$ cat config.mk
export PLATFORM = sky130hd
export DESIGN_NAME = fetch_top
export DESIGN_NICKNAME = d
export VERILOG_FILES = /design/src/fetch_pkg.sv /design/src/icache_if.sv /design/src/fetch_align.sv /design/src/fetch_top.sv /design/src/word_icache.sv
export SDC_FILE = /design/constraint.sdc
export NUM_CORES = 2
export LEC_CHECK = 0
export ABC_AREA = 1
export CAP_MARGIN = 10
export CELL_PAD_IN_SITES_DETAIL_PLACEMENT = 2
export CELL_PAD_IN_SITES_GLOBAL_PLACEMENT = 2
export CORE_AREA = 2 2 508 510
export DETAILED_ROUTE_END_ITERATION = 10
export DIE_AREA = 0 0 510 512
export DONT_BUFFER_PORTS = 1
export GPL_TIMING_DRIVEN = 0
export PLACE_DENSITY_LB_ADDON = 0.1
export SYNTH_ARGS = -nofsm -noshare
export SYNTH_HDL_FRONTEND = slang
export SYNTH_SLANG_ARGS = --single-unit
$ cat constraint.sdc
create_clock -name clk -period 4.7 [get_ports clk]
set_clock_uncertainty 0.15 [all_clocks]
set_input_delay 0.94 -clock clk [delete_from_list [all_inputs] [get_ports clk]]
set_output_delay 0.94 -clock clk [all_outputs]
set_load 0.02 [all_outputs]
$ cat src/fetch_pkg.sv
// ~~~~~~~~~~~~~~~~~~~~~~~~~~~~~~~~~~~~~
// Shared widths, store depth and fetch reasons for rvc_fetch
// The store depth must stay a power of two
// ~~~~~~~~~~~~~~~~~~~~~~~~~~~~~~~~~~~~~
`default_nettype none

package fetch_pkg;

    // Width of the program counter
    localparam int XLEN = 32;

    // Depth of the instruction store in 32-bit words
    localparam int ICACHE_WORDS = 64;

    // Width of the word index into the store
    localparam int ICACHE_IDX_BITS = $clog2(ICACHE_WORDS);

    // Why a fetch was issued
    // IF_PREFETCH means the pc directly follows the previous fetch, so any halfword
    // kept from the last word read may be reused
    // IF_PREDICT and IF_MISPREDICT both mark a jump in the instruction stream
    // The aligner treats them the same way and the store ignores the reason
    typedef enum logic [1:0] {
        IF_PREFETCH   = 2'b00,
        IF_PREDICT    = 2'b01,
        IF_MISPREDICT = 2'b10
    } if_reason_e;

endpackage

`default_nettype wire

$ cat src/icache_if.sv
// ~~~~~~~~~~~~~~~~~~~~~~~~~~~~~~~~~~~~~
// Strobe-only fetch bus with no back-pressure
// One fetch may be outstanding at a time
// ~~~~~~~~~~~~~~~~~~~~~~~~~~~~~~~~~~~~~
`timescale 1ns/100ps
`default_nettype none

interface icache_if;

    import fetch_pkg::*;

    // Request side, a one-cycle strobe with its pc and reason
    logic            req_valid;
    logic [XLEN-1:0] req_pc;
    if_reason_e      req_reason;

    // Response side, a one-cycle strobe with the instruction or a fault
    logic            resp_valid;
    logic [31:0]     resp_instr;
    logic            resp_exception;

    // Set with resp_exception when the fault hit the second word of a split fetch
    logic            resp_exception_plus2;

    // The block that answers fetches
    modport provider (
        input  req_valid,
        input  req_pc,
        input  req_reason,
        output resp_valid,
        output resp_instr,
        output resp_exception,
        output resp_exception_plus2
    );

    // The block that issues fetches
    modport user (
        output req_valid,
        output req_pc,
        output req_reason,
        input  resp_valid,
        input  resp_instr,
        input  resp_exception,
        input  resp_exception_plus2
    );

endinterface

`default_nettype wire

$ cat src/fetch_align.sv
// ~~~~~~~~~~~~~~~~~~~~~~~~~~~~~~~~~~~~~
// Aligner for halfword-aligned fetches over a word store
// Kept halves are reused only on IF_PREFETCH fetches
// ~~~~~~~~~~~~~~~~~~~~~~~~~~~~~~~~~~~~~
`timescale 1ns/100ps
`default_nettype none

module fetch_align (
    input logic        clk,
    input logic        rstn,
    icache_if.provider cache,
    icache_if.user     mem
);

    import fetch_pkg::*;

    // Incoming bus fields pulled into plain signals
    logic            cpu_req_valid;
    logic [XLEN-1:0] cpu_req_pc;
    if_reason_e      cpu_req_reason;
    logic            mem_resp_valid;
    logic [31:0]     mem_resp_instr;
    logic            mem_resp_exception;

    // Outgoing bus fields built by the combinational block
    logic            mem_req_valid;
    logic [XLEN-1:0] mem_req_pc;
    if_reason_e      mem_req_reason;
    logic            cpu_resp_valid;
    logic [31:0]     cpu_resp_instr;
    logic            cpu_resp_exception;
    logic            cpu_resp_plus2;

    // The current fetch started at a pc with bit 1 set
    logic misaligned, misaligned_d;

    // The word in flight holds the first half of a misaligned fetch
    logic fetch_first_half, fetch_first_half_d;

    // Upper halfword of the last word read that no response has used yet
    logic [15:0] prev_instr, prev_instr_d;
    logic        prev_valid, prev_valid_d;

    // Address of the word after the last one read, ready before it is needed
    logic [XLEN-1:0] next_pc, next_pc_d;

    // Length bits of the two halves of the returned word
    logic lo_is_32;
    logic hi_is_32;

    // The kept halfword starts a 32-bit instruction that a prefetch can finish
    logic use_kept;

    assign cpu_req_valid      = cache.req_valid;
    assign cpu_req_pc         = cache.req_pc;
    assign cpu_req_reason     = cache.req_reason;
    assign mem_resp_valid     = mem.resp_valid;
    assign mem_resp_instr     = mem.resp_instr;
    assign mem_resp_exception = mem.resp_exception;

    assign lo_is_32 = mem_resp_instr[1:0] == 2'b11;
    assign hi_is_32 = mem_resp_instr[17:16] == 2'b11;

    always_comb begin
        mem_req_valid      = 1'b0;
        mem_req_pc         = '0;
        mem_req_reason     = IF_PREFETCH;
        cpu_resp_valid     = 1'b0;
        cpu_resp_instr     = '0;
        cpu_resp_exception = 1'b0;
        cpu_resp_plus2     = 1'b0;

        misaligned_d       = misaligned;
        fetch_first_half_d = fetch_first_half;
        prev_instr_d       = prev_instr;
        prev_valid_d       = prev_valid;
        next_pc_d          = next_pc;

        // Response assembly
        if (mem_resp_valid) begin
            // Whatever was kept is used or replaced by this word
            prev_valid_d = 1'b0;

            if (mem_resp_exception) begin
                // A fault on the second word of a split fetch points 2 bytes further
                cpu_resp_valid     = 1'b1;
                cpu_resp_exception = 1'b1;
                cpu_resp_plus2     = misaligned && !fetch_first_half;
            end else if (fetch_first_half && hi_is_32) begin
                // Only the low half of a 32-bit instruction arrived
                // Keep it and read the next word right away
                prev_instr_d       = mem_resp_instr[31:16];
                prev_valid_d       = 1'b1;
                mem_req_valid      = 1'b1;
                mem_req_pc         = next_pc;
                mem_req_reason     = IF_PREFETCH;
                next_pc_d          = next_pc + XLEN'(4);
                fetch_first_half_d = 1'b0;
            end else begin
                cpu_resp_valid = 1'b1;
                if (!misaligned) begin
                    if (lo_is_32) begin
                        // Whole aligned 32-bit instruction
                        cpu_resp_instr = mem_resp_instr;
                    end else begin
                        // Aligned compressed instruction, the upper half may follow it
                        cpu_resp_instr = {16'h0000, mem_resp_instr[15:0]};
                        prev_instr_d   = mem_resp_instr[31:16];
                        prev_valid_d   = 1'b1;
                    end
                end else if (fetch_first_half) begin
                    // Misaligned start with a compressed instruction in the upper half
                    cpu_resp_instr = {16'h0000, mem_resp_instr[31:16]};
                end else begin
                    // Second word of a split instruction joined to the kept low half
                    cpu_resp_instr = {mem_resp_instr[15:0], prev_instr};
                    prev_instr_d   = mem_resp_instr[31:16];
                    prev_valid_d   = 1'b1;
                end
            end
        end

        // Request steering sees the kept half as updated by a response this cycle
        use_kept = prev_valid_d && cpu_req_reason == IF_PREFETCH && prev_instr_d[1:0] == 2'b11;

        if (cpu_req_valid) begin
            mem_req_valid      = 1'b1;
            mem_req_pc         = cpu_req_pc;
            mem_req_reason     = cpu_req_reason;
            misaligned_d       = cpu_req_pc[1];
            next_pc_d          = {cpu_req_pc[XLEN-1:2], 2'b00} + XLEN'(4);
            fetch_first_half_d = cpu_req_pc[1];

            // The low half is already here so the first read is the next word
            // A kept compressed half is simply fetched again
            if (use_kept) begin
                mem_req_pc         = next_pc;
                mem_req_reason     = IF_PREFETCH;
                next_pc_d          = next_pc + XLEN'(4);
                fetch_first_half_d = 1'b0;
            end
        end
    end

    assign mem.req_valid              = mem_req_valid;
    assign mem.req_pc                 = mem_req_pc;
    assign mem.req_reason             = mem_req_reason;
    assign cache.resp_valid           = cpu_resp_valid;
    assign cache.resp_instr           = cpu_resp_instr;
    assign cache.resp_exception       = cpu_resp_exception;
    assign cache.resp_exception_plus2 = cpu_resp_plus2;

    always_ff @(posedge clk or negedge rstn) begin
        if (!rstn) begin
            misaligned       <= 1'b0;
            fetch_first_half <= 1'b0;
            prev_valid       <= 1'b0;
        end else begin
            misaligned       <= misaligned_d;
            fetch_first_half <= fetch_first_half_d;
            prev_valid       <= prev_valid_d;
        end
    end

    // The kept half and next word address are only read under their flags
    always_ff @(posedge clk) begin
        prev_instr <= prev_instr_d;
        next_pc    <= next_pc_d;
    end

endmodule

`default_nettype wire

$ cat src/fetch_top.sv
// ~~~~~~~~~~~~~~~~~~~~~~~~~~~~~~~~~~~~~
// Fetch path top level with plain ports
// Load the store before the first fetch
// ~~~~~~~~~~~~~~~~~~~~~~~~~~~~~~~~~~~~~
`timescale 1ns/100ps
`default_nettype none

module fetch_top (
    input  logic                                 clk,
    input  logic                                 rstn,
    input  logic                                 load_valid,
    input  logic [fetch_pkg::ICACHE_IDX_BITS-1:0] load_addr,
    input  logic [31:0]                          load_data,
    input  logic                                 req_valid,
    input  logic [fetch_pkg::XLEN-1:0]           req_pc,
    input  fetch_pkg::if_reason_e                req_reason,
    output logic                                 resp_valid,
    output logic [31:0]                          resp_instr,
    output logic                                 resp_exception,
    output logic                                 resp_exception_plus2
);

    // Client side, between the ports and the aligner
    icache_if cpu_bus ();

    // Word side, between the aligner and the store
    icache_if mem_bus ();

    assign cpu_bus.req_valid  = req_valid;
    assign cpu_bus.req_pc     = req_pc;
    assign cpu_bus.req_reason = req_reason;

    assign resp_valid           = cpu_bus.resp_valid;
    assign resp_instr           = cpu_bus.resp_instr;
    assign resp_exception       = cpu_bus.resp_exception;
    assign resp_exception_plus2 = cpu_bus.resp_exception_plus2;

    // Splits halfword fetches into word reads
    fetch_align align_i (
        .clk   (clk),
        .rstn  (rstn),
        .cache (cpu_bus),
        .mem   (mem_bus)
    );

    // Word array behind the aligner
    word_icache icache_i (
        .clk        (clk),
        .rstn       (rstn),
        .load_valid (load_valid),
        .load_addr  (load_addr),
        .load_data  (load_data),
        .bus        (mem_bus)
    );

endmodule

`default_nettype wire

$ cat src/word_icache.sv
// ~~~~~~~~~~~~~~~~~~~~~~~~~~~~~~~~~~~~~
// Word store with one cycle of read latency
// pc bits 1:0 are ignored and the contents are not reset
// ~~~~~~~~~~~~~~~~~~~~~~~~~~~~~~~~~~~~~
`timescale 1ns/100ps
`default_nettype none

module word_icache (
    input logic                                 clk,
    input logic                                 rstn,
    input logic                                 load_valid,
    input logic [fetch_pkg::ICACHE_IDX_BITS-1:0] load_addr,
    input logic [31:0]                          load_data,
    icache_if.provider                          bus
);

    import fetch_pkg::*;

    // Instruction words, filled through the load port
    logic [31:0] mem_words [ICACHE_WORDS];

    // Word index taken from the request pc
    logic [ICACHE_IDX_BITS-1:0] req_idx;

    // Any pc bit above the index range points past the store
    logic req_out_of_range;

    // Registered response
    logic        resp_valid_q;
    logic [31:0] resp_instr_q;
    logic        resp_exception_q;

    assign req_idx          = bus.req_pc[ICACHE_IDX_BITS+1:2];
    assign req_out_of_range = |bus.req_pc[XLEN-1:ICACHE_IDX_BITS+2];

    // Load port writes one word per strobe
    always_ff @(posedge clk) begin
        if (load_valid) begin
            mem_words[load_addr] <= load_data;
        end
    end

    // A request returns its word or its fault in the next cycle
    always_ff @(posedge clk or negedge rstn) begin
        if (!rstn) begin
            resp_valid_q <= 1'b0;
        end else begin
            resp_valid_q <= bus.req_valid;
        end
    end

    always_ff @(posedge clk) begin
        if (bus.req_valid) begin
            resp_exception_q <= req_out_of_range;
            // Out-of-range reads return zero so the data bus stays clean
            if (req_out_of_range) begin
                resp_instr_q <= '0;
            end else begin
                resp_instr_q <= mem_words[req_idx];
            end
        end
    end

    assign bus.resp_valid     = resp_valid_q;
    assign bus.resp_instr     = resp_instr_q;
    assign bus.resp_exception = resp_exception_q;

    // Whole words only, so a fault never sits 2 bytes in
    assign bus.resp_exception_plus2 = 1'b0;

endmodule

`default_nettype wire
# Word level (Yosys, flattened, before mapping)
# Memories as Yosys holds them, arrays and structs flattened. A register that Yosys moved wholly into a read port is not among the register bits.
# Cells that the tools add are included.
# op_classes
add_sub_neg	2
bitwise_logic	1
mux	46
reduce_logical	11
eq_ne	6
# op_table
cell	count
2-to-1 mux 32 bit	16
adder 32 x 3 -> 32 bit (second input constant)	2
2-to-1 mux 16 bit	4
2-to-1 mux 1 bit	24
OR reduction 24 bit	1
== test 2 bit (second input constant)	3
logical AND 1 bit	4
2-to-1 mux 2 bit	2
AND reduction 4 bit	1
nonzero test 2 bit	2
inequality test 3 x 2 -> 1 bit (second input constant)	1
inequality test 3 bit (second input constant)	1
AND reduction 3 bit	1
zero test 2 bit	1
inequality test 2 bit (second input constant)	1
zero test 1 bit	1
inverter 1 bit	1
# totals
inputBits	76
ff_bits	53
elab_cells	75
mem_count	1
out_inout_bits	35
mem_bits_rw	2048
# mem_list
name	words	width	rd	rd_ports_with_merged_regs	wr	line	source
icache_i.mem_words	64	32	1	1	1	word_icache.sv:20	logic [31:0] mem_words [ICACHE_WORDS];

# Depth between registers and ports, before layout
# logic_depth
ltp_word	11
mapped_depth	24
mapped_depth_nobuf	20

# Cells and area by module
# A second synthesis with hierarchy kept.
# unflattened
hier_cells	7627
hier_area_um2	88185.8
# modules_own_cells
module	cells_per_inst	instances	seq_area_each_um2	area_per_inst_um2
word_icache	6854	1	62515.0	83421.3
fetch_align	773	1	1436.4	4764.6

# Least setup slack after synthesis
# OpenSTA, ideal clock, no wires.
# synth_timing
path_kind	input -> register
startpoint	in load_valid
endpoint	mem icache_i.mem_words[48][0] (enable)
path_slack_ns	-0.520
path_buffers	1
required_time_ns	4.048
setup_time_ns	0.502
cell_stages	3
arrival_ns	4.568
path_cell_list	clkbuf_1 nand4_1 nor4_1
# synth_via
elab_chain_len	2
# synth_rtl
element	line	source
start, declared	fetch_top.sv:11	input logic load_valid,
2-to-1 mux 1 bit	word_icache.sv:38	if (load_valid) begin
2-to-1 mux 1 bit (implied by the code)	word_icache.sv:39	mem_words[load_addr] <= load_data;
end, declared	word_icache.sv:20	
# No other way between the ends.

# Worst setup path in the final report
# layout_timing
startpoint	reg align_i.fetch_first_half
endpoint	reg icache_i.resp_instr_q[2], in the netlist icache_i.bus.resp_instr[2] (read register of icache_i.mem_words) (data pin)
# layout_via
elab_chain_len	10
word_cells_on_any_way	24
cone_classes	1 x eq/ne; 19 x mux; 4 x reduce/logical
# layout_rtl
element	line	source
start, declared	fetch_align.sv:38	logic fetch_first_half, fetch_first_half_d;
start signal, assigned	fetch_align.sv:160	fetch_first_half <= fetch_first_half_d;
2-to-1 mux 16 bit / 2-to-1 mux 1 bit (equally long branches)	fetch_align.sv:111	end else if (fetch_first_half) begin
2-to-1 mux 16 bit / 2-to-1 mux 1 bit (equally long branches)	fetch_align.sv:101	if (!misaligned) begin
2-to-1 mux 16 bit / 2-to-1 mux 1 bit (equally long branches)	fetch_align.sv:89	end else if (fetch_first_half && hi_is_32) begin
2-to-1 mux 2 bit / 2-to-1 mux 1 bit (equally long branches)	fetch_align.sv:84	if (mem_resp_exception) begin
2-to-1 mux 2 bit / 2-to-1 mux 1 bit (equally long branches)	fetch_align.sv:80	if (mem_resp_valid) begin
== test 2 bit / logical AND 1 bit (equally long branches)	fetch_align.sv:124	use_kept = prev_valid_d && cpu_req_reason == IF_PREFETCH && prev_instr_d[1:0] == 2'b11;
logical AND 1 bit	fetch_align.sv:124	
2-to-1 mux 32 bit	fetch_align.sv:136	if (use_kept) begin
2-to-1 mux 32 bit	fetch_align.sv:126	if (cpu_req_valid) begin
OR reduction 24 bit	word_icache.sv:34	assign req_out_of_range = |bus.req_pc[XLEN-1:ICACHE_IDX_BITS+2];
end, declared	word_icache.sv:30	logic [31:0] resp_instr_q;
# Several ways; a longest one is shown, not always the timed one. The select of a mux whose other input is x is not followed.
# A chain may end at the register's enable or synchronous reset.

==> Flow_metrics.wiki <==
{| class="wikitable"
! Metric !! Value
|-
| Number of antenna violations at the first check in global routing || 44
|-
| Cells along the critical path || buf_4 > inv_2 > nand2_2 > nand3_4 > nand2_1 > nand2_1 > nand2_1 > nor2_2 > nand2_4 > nand2_8 > nand2_8 > buf_2 > clkbuf_1 > nand4_1 > nand3_1 > nand3_1 > nand3_1 > nand3_1 > nand3_1 > nand2_1 > nor2_4
|-
| Effective utilization at floorplan || 34.8%
|-
| Remaining global-route overflow || 0
|-
| Post-route clock period utilization || 98.4%
|-
| Clock latency reported for the late side of the worst-skew pair || 890 ps
|-
| Cell Pwr Density || 421 nW/um2
|-
| Number of failing hold endpoints at the final stage || 0
|-
| Outcome || complete, no violations
|-
| Number of sinks on the clock net || 2,131
|-
| Post-layout net count || 8,035
|-
| Crit path DAT || 5160 ps
|-
| Distinct cells, synth || 38
|-
| Nets in the synthesized netlist || 7,626
|-
| Avg WL per Cell || 35.2 um
|-
| Area of the mapped netlist || 88,900 um2
|-
| Largest net degree at the start of global routing || 65
|-
| Vias in the first global route || 70,571
|-
| Cell leakage power || 36.5 nW
|-
| Drt via density || 5.81
|-
| Maximum frequency from static timing analysis || 0.216 GHz
|-
| Max-slew headroom at the worst pin || 29.4%
|-
| Highest cell delay on the worst timing path || 710 ps
|-
| Core area || 256,000 um2
|-
| Global router's overall resource usage || 30.6%
|-
| Slowest cell on crit path || clkbuf_1
|-
| Wire length of the first global-routing pass || 561,000 um
|-
| Maximum fanout along the worst path || 10
|-
| Total wire length || 407,000 um
|-
| Clock tree from TritonCTS || done
|-
| Final max-slew violation count || 0
|-
| Footprint of the flip-flops and latches || 64,000 um2
|-
| Number of buffers and inverters on the critical path || 4
|-
| Via count || 67,148
|-
| Max-cap violation count || 0
|-
| Worst setup path startpoint || align_i.fetch_first_half
|-
| Cell area after layout || 104,000 um2
|-
| Path class of the lowest-slack min-delay path || primary input to flop
|-
| Final setup violation count || 0
|-
| Critical Path Sink || icache_i.bus.resp_instr[2]
|-
| Number of nets with antenna violations after detailed routing || 0
|-
| Number of buffers on the longest clock path || 3
|-
| Top_reg_cell synth || edfxtp_1
|-
| I/O pin cnt || 111
|-
| Final weighted congestion in routability-driven placement || 0.916
|-
| Async SR Flop Fraction || 0.188%
|-
| IR drop worst, VDD || 0.358 mV
|-
| Crit path time final || 4630 ps
|-
| Area after detailed placement || 95,600 um2
|-
| End of the worst register-to-register path || icache_i.bus.resp_instr[2]
|-
| Pre-antenna DRT Iters || 5
|-
| Area taken by multi-input logic gates || 23,000 um2
|-
| Total negative setup slack || 0 ps
|-
| Quantity of I/O buffers inserted on ports || 0
|-
| Filler Cells Inserted || 26,046
|-
| Die width || 510 um
|-
| CTS HTree Levels || 4
|-
| Cell repeated most along the worst path || nand3_1
|-
| Number of DRC violations after detailed-routing iteration 0 || 6,981
|-
| Transition at the pin with the smallest max-transition slack || 1050 ps
|-
| WS Path Type || flop to flop
|-
| Ys Warns || 0
|-
| Crit path capture type || flop
|-
| Mapped Cells || 7,548
|-
| Clock slew seen by the registers of the worst setup and hold paths || 60 ps
|-
| Die Area || 261,000 um2
|-
| Number of enable-type register cells in the synthesized netlist || 2,125
|-
| Origin of the critical flop-to-flop path || align_i.fetch_first_half
|-
| Number of CTS-inserted buffers || 237
|-
| Fraction of layout cells with a size suffix above 1 || 12.6%
|-
| Row cnt || 186
|-
| HPWL after DPL || 278,000 um
|-
| Worst-case reg-to-reg path depth || 21
|-
| Root Buffer || clkbuf_16
|-
| Overall die height || 512 um
|-
| Required time of the critical path || 5240 ps
|-
| Relative area change from synthesis to final layout || 17.4%
|-
| Critical Path Stages || 21
|-
| R2R Setup Slk || 70 ps
|-
| Post-synthesis sequential area ratio || 71.9%
|-
| Yosys reg bits || 2,131
|-
| Startpoint types || flop
|-
| DRC violations left || 0
|-
| Kind of cell adding the most delay to the critical path || simple AND/OR/NAND/NOR gates
|-
| Synth Area per Inst || 11.8 um2
|}
## worst min-delay path by stage
stage / start / to / slack, ps / cells after the start
final: load_data[9] / icache_i.mem_words[28][9] / 50 / 0
after global routing: load_data[11] / icache_i.mem_words[17][11] / 5 / 0
after CTS: load_data[20] / icache_i.mem_words[28][20] / 0.1 / 0
after detailed placement: align_i.prev_instr[0] / align_i.prev_instr[0] / 410 / 4
after global placement: align_i.prev_instr[0] / align_i.prev_instr[0] / 400 / 4
after floorplan: align_i.prev_instr[0] / align_i.prev_instr[0] / 360 / 4
## layout by cell type (no fill, tap or decap), types with 4 or more instances in the layout
cell type and n:
edfxtp_1 2125, nand3_1 1876, nand2_1 1871, nand4_1 505
clkbuf_16 240, clkbuf_1 228, buf_2 183, nor2_1 128
buf_4 105, inv_1 103, nor2_4 95, clkbuf_2 94
buf_12 64, clkinv_1 52, nor2_2 44, a21oi_1 42
dlygate4sd3_1 42, clkinv_2 41, clkbuf_4 39, xor2_1 35
buf_6 23, o21ai_0 19, buf_1 19, nor4_1 17
diode_2 16, a22oi_1 16, nand3_2 16, buf_16 16
nor3_1 10, bufinv_16 10, xnor2_1 8, nor4_2 8
buf_8 8, inv_6 7, o211ai_1 6, clkinvlp_4 6
inv_2 5, nand3_4 4, nand3b_1 4, dfrtp_1 4
## state kept, by name (all words and copies together) (netlist names)
signal and flops:
align_i.prev_instr 16, align_i.misaligned 1, align_i.next_pc 30, align_i.prev_valid 1
icache_i.bus.resp_valid 1, align_i.fetch_first_half 1, icache_i.bus.resp_instr 32, icache_i.mem_words 2048
icache_i.bus.resp_exception 1
## cells by family (layout without fill, tap and decap cells)
family | after synthesis | count (layout) | synth area share (%)
muxes | 2 | 2 | 0.0225
and+or+nand+nor | 4588 | 4588 | 23.6
xor gates and xnor gates | 43 | 43 | 0.423
adders and majority gates | 2 | 2 | 0.0281
buffers and inverters | 686 | 1291 | 3.35
AOI/OAI and AO/OA | 96 | 96 | 0.627
DFF | 2131 | 2131 | 71.9
other | 0 | 16 | 0
## final cells by class
type                    instances  area share [%]
inverters                     110           0.410
flip-flops and latches       2131            61.2
well taps                    3384            4.05
plain buffers                 575            3.08
repair buffers                171            2.33
diodes                         16          0.0383
clock inverters               117           0.788
multi-input cells            4731            22.0
clock buffers                 318            6.03
## cells in the mapped netlist, types with 3 or more instances
| cell type | instances | area share (%) |
|---|---|---|
| a21oi_1 | 43 | 0.24 |
| a22oi_1 | 16 | 0.14 |
| a31oi_1 | 3 | 0.021 |
| buf_1 | 48 | 0.20 |
| buf_2 | 259 | 1.5 |
| buf_4 | 17 | 0.14 |
| clkbuf_1 | 250 | 1.1 |
| dfrtp_1 | 4 | 0.11 |
| edfxtp_1 | 2125 | 72 |
| inv_1 | 103 | 0.43 |
| inv_2 | 7 | 0.030 |
| nand2_1 | 1873 | 7.9 |
| nand2_4 | 4 | 0.051 |
| nand3_1 | 1892 | 11 |
| nand3b_1 | 4 | 0.034 |
| nand4_1 | 505 | 3.6 |
| nor2_1 | 265 | 1.1 |
| nor3_1 | 10 | 0.056 |
| nor4_1 | 25 | 0.18 |
| o211ai_1 | 6 | 0.051 |
| o21ai_0 | 21 | 0.12 |
| o22ai_1 | 3 | 0.021 |
| xnor2_1 | 8 | 0.079 |
| xor2_1 | 35 | 0.34 |
## power breakdown
part           internal [W]  switching [W]  total (W)
sequential           0.0211      0.0000895     0.0212
clock               0.00985        0.00792     0.0178
combinational       0.00119        0.00380    0.00499
total                0.0321         0.0118     0.0440
## per-stage QoR
stage | std cells | setup slack, ps | hold slack (ps) | power [W] | util [%]
floorplan | 7548 | -520 | 358 | 0.0239 | -
finish | 11553 | 74.2 | 47.9 | 0.0440 | 40.8
global route | 11538 | -1.27 | 5.48 | 0.0451 | 40.8
global placement | 10932 | -6340 | 397 | 0.0260 | 36.4
detailed placement | 11056 | -1780 | 408 | 0.0262 | 37.4
CTS | 11522 | -88.6 | 0.111 | 0.0440 | 40.6
## per-layer routing
metal | up-vias | global-route usage [%] | share of wire (%)
li1 | 28415 | - | -
met1 | 35565 | 39.7 | 41
met2 | 2486 | 50.2 | 47
met3 | 674 | 5.66 | 6.8
met4 | 8 | 12.6 | 4.8
met5 | - | 0 | 0.011
## timing repair
action                                  in CTS  in global routing
setup buffers                                3                  0
gates cloned                                 0                  0
endpoints found under the setup margin      33                 32
hold buffers                                28                 16
endpoints found under the hold margin      162                 74
gates resized for setup                    326                170
pin swaps                                    9                 10
Power figures use the tool's default switching activity.
